<file path="src/hw/countConnectedPkg.sv">
package countConnectedPkg;

    // occupancy vector and result widths
    localparam int graphW = 128;
    localparam int countW = 7;

    typedef logic [graphW-1:0] graphT;
    typedef logic [countW-1:0] countT;

    // APB word addresses, graph word 0 holds bits 31:0
    localparam logic [7:0] graphAddr0 = 8'h00;
    localparam logic [7:0] graphAddr1 = 8'h04;
    localparam logic [7:0] graphAddr2 = 8'h08;
    localparam logic [7:0] graphAddr3 = 8'h0C;
    localparam logic [7:0] ctrlAddr   = 8'h10;
    localparam logic [7:0] countAddr  = 8'h14;

    typedef struct packed {
        logic        psel;
        logic        penable;
        logic        pwrite;
        logic [7:0]  paddr;
        logic [31:0] pwdata;
    } apbReqT;

    typedef struct packed {
        logic [31:0] prdata;
        logic        pready;
        logic        pslverr;
    } apbRspT;

    // empty is set when the leftover vector had no set bit
    typedef struct packed {
        logic  valid;
        logic  empty;
        graphT seed;
    } seedResT;

    typedef struct packed {
        logic  valid;
        graphT region;
    } regionResT;

endpackage
</file>
<file path="src/hw/countConnectedTop.sv">
module countConnectedTop (
    input  logic                       clk,
    input  logic                       rst,
    input  countConnectedPkg::apbReqT  apbReq,
    output countConnectedPkg::apbRspT  apbRsp,
    output logic                       irq
);
    import countConnectedPkg::*;

    logic      seedReq;
    logic      exploreReq;
    graphT     leftover;
    graphT     seed;
    seedResT   seedRes;
    regionResT regionRes;

    countControl countControl_inst (
        .clk        (clk),
        .rst        (rst),
        .apbReq     (apbReq),
        .apbRsp     (apbRsp),
        .irq        (irq),
        .seedReq    (seedReq),
        .leftover   (leftover),
        .seedRes    (seedRes),
        .exploreReq (exploreReq),
        .seed       (seed),
        .regionRes  (regionRes)
    );

    seedFinder seedFinder_inst (
        .clk      (clk),
        .rst      (rst),
        .seedReq  (seedReq),
        .leftover (leftover),
        .seedRes  (seedRes)
    );

    regionExplorer regionExplorer_inst (
        .clk        (clk),
        .rst        (rst),
        .exploreReq (exploreReq),
        .seed       (seed),
        .leftover   (leftover),
        .regionRes  (regionRes)
    );

endmodule

</file>
<file path="src/hw/countControl.sv">
module countControl (
    input  logic                          clk,
    input  logic                          rst,
    input  countConnectedPkg::apbReqT     apbReq,
    output countConnectedPkg::apbRspT     apbRsp,
    output logic                          irq,
    output logic                          seedReq,
    output countConnectedPkg::graphT      leftover,
    input  countConnectedPkg::seedResT    seedRes,
    output logic                          exploreReq,
    output countConnectedPkg::graphT      seed,
    input  countConnectedPkg::regionResT  regionRes
);
    import countConnectedPkg::*;

    typedef enum logic [2:0] {
        idle,
        seeding,
        waitSeed,
        exploring,
        finish
    } stateT;

    stateT       state;
    logic        busy;
    logic        done;
    countT       count;
    graphT       graphReg;

    logic        access;
    logic        addrHit;
    logic        isGraphAddr;
    logic        apbErr;
    logic        wrOk;
    logic        startJob;
    logic [31:0] readData;

    assign access = apbReq.psel && apbReq.penable;
    assign busy   = (state == seeding) || (state == waitSeed) || (state == exploring);

    // register decode and read mux
    always_comb begin
        addrHit     = 1'b1;
        isGraphAddr = 1'b0;
        readData    = '0;
        case (apbReq.paddr)
            graphAddr0: begin
                isGraphAddr = 1'b1;
                readData    = graphReg[31:0];
            end
            graphAddr1: begin
                isGraphAddr = 1'b1;
                readData    = graphReg[63:32];
            end
            graphAddr2: begin
                isGraphAddr = 1'b1;
                readData    = graphReg[95:64];
            end
            graphAddr3: begin
                isGraphAddr = 1'b1;
                readData    = graphReg[127:96];
            end
            ctrlAddr: readData = {30'd0, done, busy};
            countAddr: readData = {{(32-countW){1'b0}}, count};
            default: addrHit = 1'b0;
        endcase
    end

    // count is read only, graph and ctrl are locked during a job
    assign apbErr = !addrHit
        || (apbReq.pwrite && apbReq.paddr == countAddr)
        || (apbReq.pwrite && busy && (isGraphAddr || apbReq.paddr == ctrlAddr));
    assign wrOk     = access && apbReq.pwrite && !apbErr;
    assign startJob = wrOk && apbReq.paddr == ctrlAddr && apbReq.pwdata[0];

    assign apbRsp = '{prdata: readData, pready: 1'b1, pslverr: access && apbErr};

    always_ff @(posedge clk) begin
        if (rst) begin
            state    <= idle;
            done     <= 1'b0;
            count    <= '0;
            graphReg <= '0;
        end else begin
            if (wrOk && isGraphAddr) begin
                graphReg[32*apbReq.paddr[3:2] +: 32] <= apbReq.pwdata;
            end
            case (state)
                idle, finish: begin
                    if (startJob) begin
                        state <= seeding;
                        done  <= 1'b0;
                        count <= '0;
                    end else begin
                        state <= idle;
                    end
                end
                seeding: state <= waitSeed;
                waitSeed: begin
                    if (seedRes.valid) begin
                        if (seedRes.empty) begin
                            state <= finish;
                            done  <= 1'b1;
                        end else begin
                            state <= exploring;
                            count <= count + 1'b1;
                        end
                    end
                end
                exploring: begin
                    if (regionRes.valid) begin
                        state <= seeding;
                    end
                end
                default: state <= idle;
            endcase
        end
    end

    // leftover shrinks by one region per explore round
    always_ff @(posedge clk) begin
        if (startJob) begin
            leftover <= graphReg;
        end else if (state == exploring && regionRes.valid) begin
            leftover <= leftover & ~regionRes.region;
        end
    end

    assign seedReq    = (state == seeding);
    assign exploreReq = (state == waitSeed) && seedRes.valid && !seedRes.empty;
    assign seed       = seedRes.seed;
    assign irq        = done;

    oneRequestAtATime: assert property (@(posedge clk) disable iff (rst)
        !(seedReq && exploreReq));

    regionOnlyWhileExploring: assert property (@(posedge clk) disable iff (rst)
        regionRes.valid |-> state == exploring);

endmodule

</file>
<file path="src/hw/regionExplorer.sv">
module regionExplorer (
    input  logic                          clk,
    input  logic                          rst,
    input  logic                          exploreReq,
    input  countConnectedPkg::graphT      seed,
    input  countConnectedPkg::graphT      leftover,
    output countConnectedPkg::regionResT  regionRes
);
    import countConnectedPkg::*;

    logic  busy;
    logic  resValid;
    graphT region;
    graphT held;
    graphT grown;

    // three masked doubling steps toward higher bits
    function automatic graphT growUp(input graphT r, input graphT h);
        graphT g;
        graphT p;
        g = r | ((r << 1) & h);
        p = h & (h << 1);
        g = g | ((g << 2) & p);
        p = p & (p << 2);
        g = g | ((g << 4) & p);
        return g;
    endfunction

    // same growth toward lower bits
    function automatic graphT growDown(input graphT r, input graphT h);
        graphT g;
        graphT p;
        g = r | ((r >> 1) & h);
        p = h & (h >> 1);
        g = g | ((g >> 2) & p);
        p = p & (p >> 2);
        g = g | ((g >> 4) & p);
        return g;
    endfunction

    assign grown = growUp(region, held) | growDown(region, held);

    always_ff @(posedge clk) begin
        if (rst) begin
            busy     <= 1'b0;
            resValid <= 1'b0;
        end else begin
            resValid <= 1'b0;
            if (exploreReq) begin
                busy <= 1'b1;
            end else if (busy && grown == region) begin
                // nothing added this iteration
                busy     <= 1'b0;
                resValid <= 1'b1;
            end
        end
    end

    always_ff @(posedge clk) begin
        if (exploreReq) begin
            region <= seed;
            held   <= leftover;
        end else if (busy) begin
            region <= grown;
        end
    end

    assign regionRes = '{valid: resValid, region: region};

    regionInLeftover: assert property (@(posedge clk) disable iff (rst)
        (busy || resValid) |-> ((region & ~held) == '0));

endmodule

</file>
<file path="src/hw/seedFinder.sv">
module seedFinder (
    input  logic                        clk,
    input  logic                        rst,
    input  logic                        seedReq,
    input  countConnectedPkg::graphT    leftover,
    output countConnectedPkg::seedResT  seedRes
);
    import countConnectedPkg::*;

    // any-set flags per 4-bit group, 16-bit group and 64-bit half
    logic [31:0] hasBit4;
    logic [7:0]  hasBit16;
    logic [1:0]  hasBit64;
    // first flagged group within each set of four
    logic [31:0] firstBit4;
    logic [7:0]  firstBit16;

    logic [1:0]  hasBit64D;
    logic [31:0] firstBit4D;
    logic [7:0]  firstBit16D;
    graphT       vecD;
    logic        validD;

    logic [31:0] groupSel;
    graphT       seedVec;

    // keeps only the lowest set bit of four
    function automatic logic [3:0] lowestOfFour(input logic [3:0] f);
        return f & (~f + 4'd1);
    endfunction

    always_comb begin
        for (int i = 0; i < 32; i++) begin
            hasBit4[i] = |leftover[4*i +: 4];
        end
        for (int i = 0; i < 8; i++) begin
            hasBit16[i] = |hasBit4[4*i +: 4];
            firstBit4[4*i +: 4] = lowestOfFour(hasBit4[4*i +: 4]);
        end
        for (int i = 0; i < 2; i++) begin
            hasBit64[i] = |hasBit16[4*i +: 4];
            firstBit16[4*i +: 4] = lowestOfFour(hasBit16[4*i +: 4]);
        end
    end

    always_ff @(posedge clk) begin
        if (rst) begin
            validD <= 1'b0;
        end else begin
            validD <= seedReq;
        end
    end

    always_ff @(posedge clk) begin
        if (seedReq) begin
            hasBit64D   <= hasBit64;
            firstBit4D  <= firstBit4;
            firstBit16D <= firstBit16;
            vecD        <= leftover;
        end
    end

    // upper half only counts when the lower half is clear
    always_comb begin
        for (int g = 0; g < 32; g++) begin
            groupSel[g] = firstBit4D[g] && firstBit16D[g/4] && (g < 16 || !hasBit64D[0]);
            seedVec[4*g +: 4] = groupSel[g] ? lowestOfFour(vecD[4*g +: 4]) : 4'b0000;
        end
    end

    assign seedRes = '{valid: validD, empty: !(|hasBit64D), seed: seedVec};

    seedIsLowestBit: assert property (@(posedge clk) disable iff (rst)
        seedReq |=> seedRes.valid && $onehot0(seedRes.seed)
            && ((seedRes.seed & ~$past(leftover)) == '0)
            && (seedRes.empty == ($past(leftover) == '0)));

endmodule

</file>
<file path="config.mk">
export PLATFORM = sky130hd
export DESIGN_NAME = countConnectedTop
export DESIGN_NICKNAME = d
export VERILOG_FILES = /design/src/hw/countConnectedPkg.sv /design/src/hw/countConnectedTop.sv /design/src/hw/countControl.sv /design/src/hw/regionExplorer.sv /design/src/hw/seedFinder.sv
export SDC_FILE = /design/constraint.sdc
export NUM_CORES = 2
export LEC_CHECK = 0
export BUFFER_PORTS_ARGS = -buffer_cell sky130_fd_sc_hd__buf_2
export CORE_ASPECT_RATIO = 0.9
export CORE_MARGIN = 8
export CORE_UTILIZATION = 56
export DETAILED_ROUTE_END_ITERATION = 12
export GPL_TIMING_DRIVEN = 0
export PLACE_DENSITY = 0.75
export SLEW_MARGIN = 15
export SYNTH_ARGS = -nofsm -noshare
export SYNTH_HDL_FRONTEND = slang
export SYNTH_SLANG_ARGS = --single-unit
</file>
<file path="constraint.sdc">
create_clock -name clk -period 12.55 [get_ports clk]
set_input_delay 2.51 -clock clk [delete_from_list [all_inputs] [get_ports clk]]
set_output_delay 2.51 -clock clk [all_outputs]
set_load 0.02 [all_outputs]
</file>
# After elaboration in Yosys (flattened, before gate mapping)
# Cells that the tools add are included.
[word_totals]
reg_bits = 696
latchBits = 0
ramBits = 0
rom_bits = 0
inputBits = 45
output_inout_bits = 35
wordCells = 360
memories = 0
[classes]
add_sub_neg = 44
n_mul = 0
div_mod_pow = 0
n_lt_le_gt_ge = 0
eq_ne = 15
n_shift = 2
muxes = 56
n_bitwise = 103
reduce_logical = 126
[op_table]
columns = ["op", "count"]
rows = [
  ["128-bit OR", 7],
  ["128-bit bitwise AND", 6],
  ["128-bit two-way mux", 4],
  ["32-bit case mux with 6 select lines", 1],
  ["4-bit by 1-bit adder with 4-bit output (second input constant)", 42],
  ["4-bit bitwise AND", 42],
  ["4-bit inverter", 42],
  ["4-bit OR reduction", 33],
  ["124-bit by 128-bit bitwise AND with 128-bit output", 1],
  ["126-bit by 128-bit bitwise AND with 128-bit output", 1],
  ["127-bit by 128-bit bitwise AND with 128-bit output", 1],
  ["128-bit by 126-bit bitwise AND with 128-bit output", 1],
  ["128-bit by 127-bit bitwise AND with 128-bit output", 1],
  ["128-bit bitwise mux", 1],
  ["128-bit equality test", 1],
  ["4-bit two-way mux", 32],
  ["128-bit inverter", 1],
  ["16-bit OR reduction", 8],
  ["64-bit OR reduction", 2],
  ["32-bit by 34-bit variable shift with 128-bit output (first input constant)", 1],
  ["32-bit by 34-bit variable part select with 128-bit output", 1],
  ["1-bit logical AND", 62],
  ["7-bit negation with 34-bit output", 1],
  ["7-bit two-way mux", 3],
  ["23 further kinds", 51],
]

# Longest topological paths before layout
[logic_depth]
word_depth = 12
mapped_depth = 12
mapped_depth_nobuf = 10

# Modules after synthesis
# From an unflattened synthesis, not the netlist that was laid out.
[unflattened]
cells_unflattened = 3755
hier_area_um2 = 37537.3
[modules_own_cells]
columns = ["module", "n_inst", "cells_each", "area_per_inst_um2"]
rows = [
  ["regionExplorer", 1, 1872, 16553.4],
  ["countControl", 1, 1425, 13994.7],
  ["seedFinder", 1, 458, 6989.2],
]

# Worst setup path before layout
# OpenSTA, ideal clock, no wires.
[synth_path]
path_type = "register to register"
from = "register countControl_inst.state[0]"
to = "register seedFinder_inst.firstBit16D[0] (enable)"
setup_time_ns = 0.909
arrival_time_ns = 11.959
slack_ns = -0.318
stages_incl_launch_ff = 3
n_path_buf = 0
synth_period_minus_slack_ns = 12.868
cell_sequence = "dfxtp_1 > inv_1 > nor3_1"
[synth_between]
elab_chain_cells = 1
[synth_rtl]
columns = ["item", "line", "rtl"]
rows = [
  ["start, declared", "countControl.sv:24", "stateT state;"],
  ["start signal, assigned", "countControl.sv:80", "state <= idle;"],
  ["start signal, assigned", "countControl.sv:91", "state <= seeding;"],
  ["start signal, assigned", "countControl.sv:95", "state <= idle;"],
  ["3-bit by 1-bit equality test with 1-bit output", "countControl.sv:129", "assign seedReq = (state == seeding);"],
  ["net countControl_inst.seedReq", "countControl.sv:7", "output logic seedReq,"],
  ["end signal, assigned", "seedFinder.sv:58", "firstBit16D <= firstBit16;"],
  ["end, declared", "seedFinder.sv:20", "logic [7:0] firstBit16D;"],
]
# The timed path passes the listed nets, and every way through them passes these cells.
# A chain may end at the register's enable or synchronous reset.

==> impl_metrics.yaml <==
status:
  run_status: "finished clean"
worst_setup_path:
  critPathMaxFanout: 10
  crit_chain: "buf_2 > or4_1 > nor2_1 > nor2b_1 > and2_1 > clkbuf_1 > clkbuf_1 > a22oi_1 > nand2_1 > buf_2"
  cp_data_required_time_ps: 10040
  cp_slowest_stage_delay_ps: 550
  worst_ep_arrival_time_ps: 5330
  worst_setup_path_end_kind: "output port"
  cpMaxStageDelayCell: "sky130_fd_sc_hd__clkbuf_1"
  cp_class: "in -> out"
  critPathLaunchType: "primary input"
global_routing:
  first_pass_grt_wire_length_mm: 206
  overall_routing_resource_usage: 0.401
  grt.overflow.total: 0
  grt_antenna_before_repair: 23
  grt_max_degree: 49
  first_global_vias: 29600
floorplanning:
  initial_utilization: 0.564
  io_pins: 80
  y_dimension_of_the_die_um: 251
  dieWidth_um: 277
  core_region_area_um2: 61000
  design.die.area_um2: 69700
  rows: 86
synthesis:
  postSynthRegisterBits: 696
  synth-main-ff-cell: "sky130_fd_sc_hd__edfxtp_1"
  postSynth.asyncResetShare: 0
  mappedNetlistArea_um2: 34400
  synthDistinctLibCells: 70
  yosys_warnings: 0
  ys_seq_area_frac: 0.566
  post_synth_inst_count: 3600
  postSynthNetCount: 3651
  postSynthAreaPerCell_um2: 9.56
  post_synth_edffs: 554
timing:
  skew_ps: 22.0
  post_route_clock_period_utilization: 0.625
  slew_viol_final: 0
  rsz0062_at_grt: "false"
  period_needed_ps: 7840
  timing_worst_slew_pin_value_ps: 1340
  final-hold-violation-count: 0
  tns_setup_ps: 0
  setup_viol_count_final: 0
  max_clock_freq_ghz: 0.127
  slew_headroom: 0.0991
  fin_hold_ws_ps: 473
  final.setup.worst_slack_ps: 4710
job:
  max_cap_violations: 0
min_path:
  min-delay-path-class: "reg -> reg"
detailed_routing:
  route.detailed.vias_per_inst: 7.11
  post-route-drc-count: 0
  dr.pass1.iters: 7
  finalWirelength_mm: 145
  detail_route.wl_per_cell_um: 31.3
  drt.antenna.violating_nets: 0
  vias: 33000
  detailedRoute.firstIterationViolations: 6471
clock_network:
  clock_sink_count: 696
  clk_latency_ps: 630
  holdBufCountCts: 0
  post_cts_resize_count: 0
  clkTransAtPathRegs_ps: 60
  cts.repair_timing.setup_buffer_count: 0
  cts_tree: "built"
  ctsHtreeMaxLevel: 3
  clockRootBuffer: "sky130_fd_sc_hd__clkbuf_16"
  cts_inserted_buffers: 74
  cts-root-to-sink-buffers: 3
placed_design:
  gp_routability_congestion: 1.06
  port_buffers: 77
  placed_cell_area_um2: 36300
  dp_slack_ps: 4820
  place.detailed.hpwl_mm: 113
final_layout:
  final_nets: 3828
  drive_above_1_share: 0.0670
  area_growth_from_synthesis_to_layout_pct: 12.5
  post-route-cell-area_um2: 38700
  final_layout_fill_cell_count: 5075
pwr:
  power_leakage_nw: 12.1
  power-per-cell-area_nw_per_um2: 122
  vdd_drop_max_mv: 0.129
## cell usage in the layout, fill, tap and decap left out, types with 76 or more instances in the layout
master | netlist | layout
sky130_fd_sc_hd__nand2_1 | 579 | 579
sky130_fd_sc_hd__edfxtp_1 | 554 | 554
sky130_fd_sc_hd__a21oi_1 | 464 | 464
sky130_fd_sc_hd__o21ai_0 | 397 | 397
sky130_fd_sc_hd__nor2_1 | 249 | 249
sky130_fd_sc_hd__nand3_1 | 181 | 181
sky130_fd_sc_hd__clkbuf_1 | 150 | 157
sky130_fd_sc_hd__dfxtp_1 | 142 | 142
sky130_fd_sc_hd__nand2b_1 | 108 | 107
sky130_fd_sc_hd__buf_2 | 13 | 91
sky130_fd_sc_hd__clkbuf_16 | 0 | 76
## metrics by stage
stage,util,cells,power [mW]
after floorplan,-,3600,2.52
after global placement,0.587,4469,2.55
after detailed placement,0.595,4493,2.55
after CTS,0.634,4627,4.70
after global routing,0.634,4627,4.79
final,0.634,4636,4.71
## metal layers
metal	global-route usage	routed length, um	up-vias
li1	-	-	13900
met1	0.562	54500	15700
met2	0.552	57700	2925
met3	0.141	24200	473
met4	0.190	8650	18
met5	0	119	-
## critical path, delay by kind of cell
kind	cells	cell delay, ps
buffers and inverters	4	1050
AND/OR/NAND/NOR	5	1400
AO/OA/AOI/OAI	1	370
## synth_stat cells, drive strengths merged, types with 6 or more instances
master | count | area share
nand2 | 579 | 0.063
edfxtp | 554 | 0.48
a21oi | 467 | 0.068
o21ai | 440 | 0.064
nor2 | 249 | 0.027
nand3 | 181 | 0.026
clkbuf | 150 | 0.016
dfxtp | 142 | 0.083
nand2b | 108 | 0.020
a22oi | 73 | 0.016
nor3 | 68 | 0.010
inv | 67 | 0.0073
a211oi | 55 | 0.012
a31oi | 51 | 0.0093
nor4 | 40 | 0.0073
a22o | 35 | 0.0089
nand3b | 26 | 0.0057
o22ai | 26 | 0.0047
or4 | 18 | 0.0039
a21o | 16 | 0.0035
buf | 15 | 0.0022
nor2b | 15 | 0.0027
a41o | 13 | 0.0038
nor3b | 13 | 0.0030
a2111oi | 12 | 0.0031
nand4 | 12 | 0.0022
nand4b | 12 | 0.0031
and3 | 11 | 0.0020
a31o | 10 | 0.0025
o21a | 10 | 0.0022
o21bai | 10 | 0.0022
o31a | 10 | 0.0025
a211o | 8 | 0.0020
a21boi | 8 | 0.0017
and2 | 8 | 0.0015
o31ai | 8 | 0.0017
a32o | 7 | 0.0020
o221ai | 7 | 0.0018
a222oi | 6 | 0.0017
ha | 6 | 0.0022
o2111ai | 6 | 0.0015
## registers in the layout, indices dropped and copies added, names as in the netlist, 2 cells and up
register	flops
seedFinder_inst.firstBit16D	8
countControl_inst.leftover	128
regionExplorer_inst.region	128
regionExplorer_inst.held	128
seedFinder_inst.vecD	128
countControl_inst.graphReg	128
seedFinder_inst.firstBit4D	32
countControl_inst.state	3
countControl_inst.count	7
seedFinder_inst.hasBit64D	2
## cell families after synthesis
| kind of cell | after synthesis | share of synthesized area |
|---|---|---|
| AND/OR/NAND/NOR | 1354 | 0.181 |
| AO/OA/AOI/OAI | 1307 | 0.224 |
| flip-flops | 696 | 0.566 |
| buffers and inverters | 232 | 0.0259 |
| adder cells (fa/ha/maj) | 6 | 0.00218 |
| XOR/XNOR | 3 | 0.000764 |
| other | 1 | 0.000109 |
| multiplexers | 1 | 0.000291 |
## area by class of cell
class	count	area, um^2	share of cell area
clock inverter	39	372	0.00960
antenna	9	22.5	0.000582
multi-input combinational	2672	14100	0.364
sequential	696	19500	0.503
tap	792	991	0.0256
timing repair buffer	101	830	0.0214
buffer	165	648	0.0167
clock buffer	95	2030	0.0526
inverter	67	251	0.00650
## power breakdown
part           leakage [nW]  internal [mW]  total [mW]  switching [mW]
Combinational          4.95        0.00971      0.0479          0.0381
Clock                  1.17           1.26        2.21           0.952
Sequential             5.96           2.45        2.45        0.000123
Total                  12.1           3.72        4.71           0.991
## final timing paths
path	start	endpoint	slack (ps)	depth (start not counted)
worst max-delay path	apbReq[32]	apbRsp[15]	4710	10
worst min-delay path	countControl_inst.graphReg[48]	countControl_inst.graphReg[48]	470	2
worst max register to register	countControl_inst.state[0]	countControl_inst.leftover[21]	7260	10
worst min register to register	countControl_inst.graphReg[48]	countControl_inst.graphReg[48]	470	2
(Power assumes the default switching activity.)
